**src/common/rv_defs.svh**
```systemverilog
`ifndef RV_DEFS_SVH
`define RV_DEFS_SVH

// Data path width
`define RV_XLEN 32

// Instruction memory word address for 256 words
`define RV_IMEM_AW 8

// Data memory word address for 64 words
`define RV_DMEM_AW 6

// Register index width and count
`define RV_REG_AW 5
`define RV_REG_NUM 32

`endif

```
**src/common/rv_pkg.sv**
```systemverilog
`include "rv_defs.svh"

package rv_pkg;

    typedef logic [`RV_XLEN-1:0]    word_t;
    typedef logic [`RV_REG_AW-1:0]  reg_addr_t;
    typedef logic [`RV_IMEM_AW-1:0] imem_addr_t;
    typedef logic [`RV_DMEM_AW-1:0] dmem_addr_t;

    typedef enum logic [2:0] {
        st_idle,
        st_fetch,
        st_decode,
        st_execute,
        st_memory,
        st_writeback,
        st_halt
    } cpu_state_e;

    typedef enum logic [3:0] {
        alu_add,
        alu_sub,
        alu_sll,
        alu_slt,
        alu_sltu,
        alu_xor,
        alu_srl,
        alu_sra,
        alu_or,
        alu_and
    } alu_op_e;

    typedef enum logic [2:0] {
        cls_reg_alu,
        cls_imm_alu,
        cls_load,
        cls_store,
        cls_illegal
    } op_class_e;

    typedef struct packed {
        op_class_e op_class;
        alu_op_e   alu_op;
        reg_addr_t rs1;
        reg_addr_t rs2;
        reg_addr_t rd;   // Zero for stores and illegal words
        word_t     imm;
    } decoded_inst_t;

    typedef struct packed {
        logic       valid;
        logic       target;  // 0 imem, 1 dmem
        imem_addr_t addr;    // Truncated for dmem
        word_t      data;
    } mem_load_t;

    typedef struct packed {
        logic       valid;
        word_t      pc;
        reg_addr_t  rd;
        word_t      wdata;
        logic       is_store;
        dmem_addr_t store_addr;
        word_t      store_data;
    } retire_t;

endpackage

```
**src/core/pc_counter.sv**
```systemverilog
`timescale 1ns/1ps
`include "rv_defs.svh"

module pc_counter
    import rv_pkg::*;
(
    input  logic       CLK,
    input  logic       RST,
    input  logic       clear,
    input  logic       step,
    input  imem_addr_t prog_len,
    output word_t      pc,
    output logic       last_inst
);

    imem_addr_t idx;
    imem_addr_t last_idx;  // Held for the whole run

    always_ff @(posedge CLK) begin
        if (RST) begin
            idx      <= '0;
            last_idx <= '0;
        end else if (clear) begin
            idx      <= '0;
            last_idx <= prog_len - 1'b1;
        end else if (step) begin
            idx <= idx + 1'b1;
        end
    end

    // Word index shown as byte address
    assign pc        = {{(`RV_XLEN - `RV_IMEM_AW - 2){1'b0}}, idx, 2'b00};
    assign last_inst = (idx == last_idx);

    a_pc_word_step: assert property (@(posedge CLK) disable iff (RST)
        step && !clear && !last_inst |=> pc[1:0] == 2'b00 && pc == $past(pc) + 32'd4);

endmodule

```
**config.mk**
```make
export PLATFORM = sky130hd
export DESIGN_NAME = pc_counter
export DESIGN_NICKNAME = d
export VERILOG_FILES = /design/src/common/rv_pkg.sv /design/src/core/pc_counter.sv
export VERILOG_INCLUDE_DIRS = /design/src /design/src/common
export SDC_FILE = /design/constraint.sdc
export NUM_CORES = 1
export LEC_CHECK = 0
export ABC_AREA = 1
export BUFFER_PORTS_ARGS = -buffer_cell sky130_fd_sc_hd__clkbuf_2
export CAP_MARGIN = 10
export CORE_UTILIZATION = 51
export CTS_CLUSTER_DIAMETER = 120
export DETAILED_ROUTE_END_ITERATION = 16
export PLACE_DENSITY = 0.81
export SYNTH_ARGS = -nofsm -noshare
export SYNTH_HDL_FRONTEND = slang
export SYNTH_SLANG_ARGS = --single-unit
```
**constraint.sdc**
```tcl
create_clock -name CLK -period 2.8 [get_ports CLK]
set_input_delay 0.28 -clock CLK [delete_from_list [all_inputs] [get_ports CLK]]
set_output_delay 0.28 -clock CLK [all_outputs]
set_load 0.01 [all_outputs]
```
# After elaboration in Yosys (flattened, before gate mapping)
# Cells that the tools add are included.
# word_totals
register_bits,16
output_inout_bits,33
# classes
add_sub_neg,2
n_eq_ne,1
n_reduce_logical,1
# op_table
op,count
8-bit by 1-bit adder with 8-bit output (second input constant),1
8-bit equality test,1
8-bit by 1-bit subtractor with 8-bit output (second input constant),1
2-bit OR reduction,1

# Depth between registers and ports, before layout
# Gate-level depths: netlist of run 1.
# depth
depth_word,1
mapped_depth,8
ltp_nobuf,8

# Worst setup path after synthesis of run 1
# Ideal clock, no wire load.
# synth_path
kind,register to output
start,register idx[3]
end,output port last_inst
arrival_ns,1.037
required_time_ns,2.520
slack_ns,1.483
stages_incl_launch_ff,6
path_buffers,1
path_cell_list,dfxtp_1 > buf_2 > inv_1 > nand2_1 > nand4_1 > nor3_1
# synth_between
elab_chain_len,1
# synth_rtl
element,line,source
"start, declared",pc_counter.sv:16,imem_addr_t idx;
"start signal, assigned",pc_counter.sv:27,idx <= idx + 1'b1;
8-bit equality test,pc_counter.sv:33,assign last_inst = (idx == last_idx);
"end, declared",pc_counter.sv:13,output logic last_inst
# Every way passes these cells.

# Worst setup path in the final report of run 1
# Ends and elaborated chain as after synthesis.

==> run_results.csv, run 1 <==
group,metric,value,unit
yosys,synth-main-ff-cell,"dfxtp_1",
place,io_buffers,20,
finish,ff_latch_area,320,µm²
timing,setup_tns,0,ns
timing,holdWs,0.203,ns
yosys,syn_inst,169,
yosys,synthArstFlopShare,0,%
die,die_area,0.00239,mm²
finish,layout-drive-gt1-share,15.8,%
place,dp_cells,213,
power_and_ir_drop,ir_drop,185,µV
critical_path,required,2.52,ns
finish,final_nets,205,
route,antenna_left,0,
critical_path,max_stage_delay,0.50,ns
global_routing,grt_start_max_net_pins,17,
timing,setup_viol,0,
place,globalplace.congestion,0.850,
yosys,syn_area_per_cell,6.63,µm²
yosys,synth_largest_area_cell,"dfxtp_1",
place,placed_area,0.00115,mm²
route,drc,0,
clock_network,cts_buffers,3,
global_routing,grt_pass1_wl,3.32,mm
global_routing,antenna_found_initial,0,
global_routing,track_usage,17.9,%
critical_path,start_kind,"flip-flop",
clock_network,cts_resized,0,
route,first_iter_violations,19,
power_and_ir_drop,p_int,0.343,mW
yosys,ys_ff_latch,16,
clock_network,clk_pin_slew_worst_paths,0.09,ns
yosys,synth_edf_count,0,
timing,worst_slack,1.13,ns
status,status,"completed",
clock_network,postCtsHoldBufs,0,
critical_path,path_cells,"inv_1, nand2_1, nand4_1, nor3_1, clkbuf_2",
die,coreArea,0.00202,mm²
yosys,yosysTopAreaCellShare,28.6,%
clock_network,cts.htree.levels,1,
global_routing,grt_pass1_vias,822,
critical_path,end_kind,"primary output",
finish,multi_input_area,584,µm²
clock_network,cts.sinks,16,
die,fp.dieW,48.9,µm
route,vias,962,
yosys,synth_cell_type_count,22,
place,dp_hpwl,1.67,mm
power_and_ir_drop,p_seq_share,51.7,%
timing,hold_violations,0,
yosys,synth-warning-count,0,
timing,period_minus_slack,1.67,ns
critical_path,rrSetupSlack,1.58,ns
critical_path,cp_slowest_cell,"dfxtp_1",
yosys,synth_area_leaders,"dfxtp_1 (29%), buf_4 (17%), nand2_1 (11%), inv_1 (9.7%), nor2_1 (5.7%)",
power_and_ir_drop,p_clk_share,31.6,%
critical_path,worstPathArrival,1.39,ns
route,wl_per_cell,9.04,µm
clock_network,root_buffer,"clkbuf_4",
min_path,hp-class,"input pin to flip-flop",
place,dp_worst_setup_slack,1.44,ns
timing,max_freq,0.600,GHz
finish,final_cells,217,
route,avgViaCountPerCell,4.43,
route,routed_wl,1.96,mm
die,die_h,48.9,µm
timing,finalCritPeriodShare,59.5,%
die,rows,16,
timing,finClkSkew,0.00433,ns
power_and_ir_drop,p_total,0.474,mW
die,io_pins,45,
power_and_ir_drop,power_frac_comb,16.7,%
clock_network,clock_latency,0.28,ns
job,max_cap_viol_count,0,
critical_path,path_max_fanout,9,
die,start_util,55.4,%
finish,area_growth,5.70,%
power_and_ir_drop,p_leak,0.637,nW
clock_network,cts_tree,"built",
route,dr.pass1.iters,4,
finish,post-route-util,58.5,%
power_and_ir_drop,powerDensity,400,mW/mm²
finish,nFillCells,219,
global_routing,grt_remaining_overflow,0,
timing,rsz0062_at_grt,"false",
critical_path,crit_type,"flip-flop to primary output",
power_and_ir_drop,switching_power,0.131,mW
finish,n_antenna_cell,0,
yosys,ys_seq_area_share,28.6,%
clock_network,clk_path_buf_depth,2,
timing,slew_viol_final,0,
yosys,netlist_area,0.00112,mm²
power_and_ir_drop,switching_share,27.6,%
clock_network,post_cts_buffers,0,
finish,finalInstanceArea,0.00118,mm²
## path summary, 6_finish.rpt
| kind | cells after the start | endpoint | from |
|---|---|---|---|
| setup reg to reg | 7 | idx[6] | idx[1] |
| setup / recovery | 5 | last_inst | idx[3] |
| hold / removal | 2 | last_idx[0] | prog_len[0] |
| hold reg to reg | 2 | last_idx[1] | last_idx[1] |
## final cells by class
cell class	count	area share [%]
clock buffers	4	3.07
well taps	27	2.85
multi-input cells	121	49.4
repair buffers	20	8.46
flip-flops and latches	16	27.1
inverters	29	9.20
## worst max-delay path, delay by kind of cell (launching register included)
family	cells	cell delay, ns
simple gates	3	0.37
buf+inv	2	0.23
flops	1	0.50
## layout by cell type, fill, tap and decap left out, types with 2 or more instances in the layout
master,instances
a21oi_1,9
clkbuf_2,20
clkbuf_4,3
conb_1,24
dfxtp_1,16
ha_1,2
inv_1,29
nand2_1,32
nand3_1,7
nor2_1,17
nor2_4,3
nor3_1,3
o21ai_0,12
xor2_1,4
## power by group through the flow
| stage | clock, mW | sequential, mW | combinational (mW) |
|---|---|---|---|
| global route | 0.167 | 0.247 | 0.0905 |
| finish | 0.150 | 0.245 | 0.0792 |
| CTS | 0.154 | 0.245 | 0.0792 |
| floorplan | 0 | 0.249 | 0.0803 |
| global placement | 0 | 0.250 | 0.0763 |
| detailed placement | 0 | 0.250 | 0.0788 |
## synth_stat cells (all sizes together), types with 2 or more instances
cell and number:
nand2 33, inv 29, buf 26, nor2 21
dfxtp 16, o21ai 12, a21oi 9, nand3 7
xor2 4, nor3 3, ha 2, nand4 2
## logic make-up after synthesis
| logic type | count (synthesis) | share of synthesized area (%) |
|---|---|---|
| adder cells (fa/ha/maj) | 2 | 2.23 |
| flip-flops | 16 | 28.6 |
| buffers and inverters | 55 | 26.9 |
| XOR/XNOR | 5 | 3.91 |
| AND/OR/NAND/NOR | 67 | 27.4 |
| AO/OA/AOI/OAI | 23 | 10.6 |
| other | 1 | 0.335 |
## per-layer routing
metal	track usage, %	vias to the layer above	share of wire [%]
li1	-	513	-
met1	20.3	414	46
met2	31.5	31	48
met3	3.74	4	4.3
met4	8.82	0	1.4
met5	0	-	0
## sequential cells by signal, summed over array words and instances, names as in the netlist
name      count
last_idx      8
idx           8
No activity file was read; power rests on OpenSTA's default activity.
==> run 2, diff against run 1 <==
- CORE_UTILIZATION: 51 -> 43
- PLACE_DENSITY: 0.81 -> 0.72
- clock period: 2.8 -> 1.53 ns (I/O delays scaled with it)
==> run 2 against run 1 <==
  * The run now ends with DRC left
  * Worst setup slack worse by 1.0 ns
  * Cell count up 1.8%
  * Non-clock buffer count up 1
  * Worst hold slack worse by 0.13 ns
  * Total power up 85%
  * Clock-buffer cell count unchanged
  * Cell area up 1.9%
  * Largest power group unchanged
==> run_results.csv, run 2 (synthesis results as in run 1) <==
group,metric,value,unit
status,status,"finished with violations",
status,violations,"DRC",
global_routing,met1_usage,19.3,%
power_and_ir_drop,p_leak,0.647,nW
finish,multi_input_area,589,µm²
finish,ff_latch_area,327,µm²
timing,rsz0062_at_grt,"false",
critical_path,required,1.38,ns
timing,period_minus_slack,1.40,ns
global_routing,use_met3,2.59,%
route,drc,2,
job,max_cap_viol_count,0,
power_and_ir_drop,p_clk_share,32.5,%
global_routing,grt_start_max_net_pins,17,
power_and_ir_drop,powerDensity,728,mW/mm²
finish,area_growth,7.71,%
die,fp.dieW,53.0,µm
finish,layout_commonest_cell,"nand2_1",
global_routing,grt_pass1_vias,713,
power_and_ir_drop,p_seq_share,50.9,%
global_routing,antenna_found_initial,0,
min_path,min_from,"prog_len[0]",
timing,hold_violations,0,
critical_path,end_kind,"primary output",
timing,finalCritPeriodShare,91.3,%
power_and_ir_drop,ir_drop,441,µV
timing,max_freq,0.716,GHz
global_routing,track_usage,14.8,%
critical_path,start_kind,"flip-flop",
clock_network,cts.sinks,16,
place,io_buffers,20,
route,dr.pass1.iters,10,
critical_path,rrSetupSlack,0.43,ns
global_routing,grt_remaining_overflow,0,
route,avgViaCountPerCell,4.26,
critical_path,max_stage_delay,0.43,ns
finish,biggestRegsByFlops,"idx x8, last_idx x8",
critical_path,path_cells,"inv_1, nand2_1, nand4_1, nor3_2, buf_2",
clock_network,postCtsHoldBufs,0,
min_path,hp-class,"input pin to flip-flop",
power_and_ir_drop,switching_share,28.4,%
die,rows,18,
place,placed_area,0.00116,mm²
place,dp_hpwl,1.45,mm
clock_network,clk_path_buf_depth,2,
route,vias,941,
power_and_ir_drop,p_int,0.629,mW
place,globalplace.congestion,0.801,
timing,setup_viol,0,
finish,layout-drive-gt1-share,19.4,%
timing,slew_viol_final,0,
timing,holdWs,0.0717,ns
finish,final_nets,206,
route,first_iter_violations,15,
clock_network,cts.htree.levels,1,
route,wl_per_cell,8.27,µm
die,start_util,45.2,%
critical_path,path_max_fanout,9,
die,coreArea,0.00248,mm²
finish,mostFrequentLayoutCells,"nand2_1 (32), inv_1 (29), conb_1 (24)",
finish,finalInstanceArea,0.00121,mm²
critical_path,crit_type,"flip-flop to primary output",
critical_path,crit_start,"idx[3]",
timing,finClkSkew,0.00759,ns
critical_path,reg2reg_from,"idx[0]",
die,die_h,53.0,µm
global_routing,gr-max-usage-layer,"met2",
global_routing,grt_use_met2,23.0,%
die,die_area,0.00281,mm²
die,io_pins,45,
finish,n_antenna_cell,0,
finish,nFillCells,270,
clock_network,clk_pin_slew_worst_paths,0.09,ns
clock_network,cts_tree,"built",
power_and_ir_drop,power_frac_comb,16.7,%
route,routed_wl,1.83,mm
clock_network,cts_buffers,3,
global_routing,grt_pass1_wl,2.99,mm
clock_network,cts_resized,0,
critical_path,cp_slowest_cell,"dfxtp_2",
critical_path,worstPathArrival,1.24,ns
power_and_ir_drop,switching_power,0.250,mW
clock_network,root_buffer,"clkbuf_4",
clock_network,post_cts_buffers,0,
clock_network,clock_latency,0.29,ns
route,antenna_left,0,
timing,setup_tns,0,ns
## run 2: cell types whose count changed in the layout (fill, tap and decap cells not counted), sizes merged
cell and change:
buf +2, clkbuf -1
## run 2: power by group through the flow
stage	sequential, mW	clock (mW)	combinational (mW)
after global placement	0.456	0	0.142
after global routing	0.449	0.315	0.172
after detailed placement	0.456	0	0.144
final	0.447	0.285	0.147
after floorplan	0.455	0	0.147
after CTS	0.447	0.296	0.145
## run 2: per-stage QoR
stage	power (mW)	setup WS, ns	instances	utilization (%)
global placement	0.598	0.333	217	46.8
global route	0.936	0.00695	221	48.7
detailed placement	0.600	0.332	217	46.8
floorplan	0.602	0.340	192	-
finish	0.879	0.134	221	48.7
CTS	0.888	0.000942	221	48.2
## run 2: final cells by class
class                      instances  area share [%]
sequential                        16            27.1
timing repair buffer              21            8.92
multi-input combinational        121            48.9
inverter                          29            9.02
clock buffer                       4            3.01
tap                               30            3.11
## run 2: critical path: cells and delay by family, from the launching register on
kind	cells	cell delay, ns
AND/OR/NAND/NOR	3	0.34
buffers and inverters	2	0.21
flip-flops	1	0.43
## run 2: final timing paths
path                 endpoint  cells after the start
setup reg to reg       idx[6]                      7
hold / removal    last_idx[0]                      2
setup / recovery    last_inst                      5
hold reg to reg        idx[0]                      1
## run 2: per-layer routing
metal / share of wire, % / wire [µm]
met1: 50 / 911
met4: 0 / 0
met3: 3.6 / 66
met2: 46 / 849
met5: 0 / 0
==> run 3, diff against run 2 <==
- BUFFER_PORTS_ARGS: -buffer_cell sky130_fd_sc_hd__clkbuf_2 -> -buffer_cell sky130_fd_sc_hd__buf_2
- CORE_UTILIZATION: 43 -> 35
- PLACE_DENSITY: 0.72 -> 0.6
- SLEW_MARGIN: default -> 20
==> run 3 against run 2 <==
  * The flow now finishes without violations
  * Worst setup slack got worse by 0.030 ns
  * Combinational power about the same
  * Non-clock buffer count unchanged
  * Register-to-register slack got worse by 0.03 ns
  * Highest routed layer is now met4
==> run_results.csv, run 3 (synthesis results as in run 1) <==
group,metric,value,unit
die,rows,20,
timing,finalCritPeriodShare,93.2,%
finish,mostFrequentLayoutCells,"nand2_1 (32), inv_1 (29), conb_1 (24)",
clock_network,postCtsHoldBufs,0,
critical_path,start_kind,"flip-flop",
route,antenna_left,0,
clock_network,cts_resized,1,
critical_path,max_stage_delay,0.36,ns
power_and_ir_drop,p_leak,0.643,nW
finish,finalInstanceArea,0.00120,mm²
timing,setup_viol,0,
power_and_ir_drop,powerDensity,674,mW/mm²
timing,slew_viol_final,0,
place,dp_hpwl,1.53,mm
finish,n_antenna_cell,0,
die,die_h,58.6,µm
clock_network,cts.sinks,16,
global_routing,grt_remaining_overflow,0,
timing,period_minus_slack,1.43,ns
die,start_util,36.7,%
die,fp.dieW,58.6,µm
timing,hold_violations,0,
die,die_area,0.00343,mm²
route,routed_wl,1.89,mm
job,max_cap_viol_count,0,
route,wl_per_cell,8.07,µm
route,first_iter_violations,22,
clock_network,root_buffer,"clkbuf_4",
critical_path,path_cells,"xor2_1, nor2_1, nand2_1, nor3_1, buf_2",
timing,max_freq,0.701,GHz
status,status,"completed",
critical_path,cp_slowest_cell,"dfxtp_2",
clock_network,cts_tree,"built",
timing,setup_tns,0,ns
critical_path,worstPathArrival,1.27,ns
critical_path,path_buf_inv,1,
route,dr.pass1.iters,5,
critical_path,required,1.38,ns
place,placed_area,0.00118,mm²
critical_path,path_max_fanout,6,
clock_network,cts.htree.levels,1,
finish,area_growth,7.60,%
global_routing,grt_start_max_net_pins,17,
place,globalplace.congestion,0.706,
global_routing,grt_pass1_wl,3.22,mm
finish,biggestRegsByFlops,"idx x8, last_idx x8",
critical_path,crit_type,"flip-flop to primary output",
clock_network,clk_pin_slew_worst_paths,0.09,ns
critical_path,crit_family,"flip-flops",
min_path,hp-class,"input pin to flip-flop",
global_routing,antenna_found_initial,0,
clock_network,post_cts_buffers,0,
route,vias,942,
route,drc,0,
power_and_ir_drop,ir_drop,225,µV
route,avgViaCountPerCell,4.03,
finish,layout_commonest_cell,"nand2_1",
critical_path,rrSetupSlack,0.40,ns
die,coreArea,0.00305,mm²
global_routing,track_usage,12.4,%
clock_network,clock_latency,0.28,ns
clock_network,clk_path_buf_depth,2,
critical_path,end_kind,"primary output",
place,io_buffers,20,
global_routing,grt_pass1_vias,772,
timing,rsz0062_at_grt,"false",
timing,finClkSkew,0.00350,ns
finish,layout-drive-gt1-share,18.4,%
die,io_pins,45,
finish,final_nets,206,
clock_network,cts_buffers,3,
run 3: cell types whose count changed in the layout (fill, tap and decap cells not counted), sizes merged:
cell,previous run,this run
buf,2,21
clkbuf,23,3
run 3: final cells by class:
class,count,area [µm²]
inverters,29,109
repair buffers,21,108
flip-flops and latches,16,327
multi-input cells,121,584
well taps,44,55.1
fillers,361,1850
clock buffers,3,22.5
run 3: per-layer routing:
| layer | GRT usage (%) | up-vias | wire (µm) |
|---|---|---|---|
| met4 | 5.10 | 0 | 10 |
| met3 | 3.30 | 2 | 80 |
| li1 | - | 518 | - |
| met2 | 20.0 | 25 | 831 |
| met1 | 15.7 | 397 | 967 |
| met5 | 0 | - | 0 |
run 3: worst paths after layout:
check,startpoint,end,cells after the start
max,idx[0],last_inst,5
max reg2reg,idx[0],idx[6],6
min reg2reg,idx[0],idx[0],1
min,prog_len[0],last_idx[0],2
run 3: report_power, final:
| group | total, mW | switching, mW | internal [mW] | leakage, nW |
|---|---|---|---|---|
| Combinational | 0.144 | 0.0955 | 0.0486 | 0.496 |
| Sequential | 0.447 | 0.0123 | 0.434 | 0.134 |
| Clock | 0.221 | 0.130 | 0.0914 | 0.0138 |
| Total | 0.812 | 0.237 | 0.574 | 0.643 |
run 3: metrics by stage:
step	hold slack (ns)	setup WS (ns)	total power [mW]	util, %	std cells
global placement	0.380	0.348	0.600	38.5	231
CTS	0.0700	0.0299	0.824	39.3	234
floorplan	0.242	0.340	0.602	-	192
global route	0.0721	0.00203	0.874	39.5	234
finish	0.0812	0.103	0.812	39.5	234
detailed placement	0.379	0.330	0.600	38.5	231
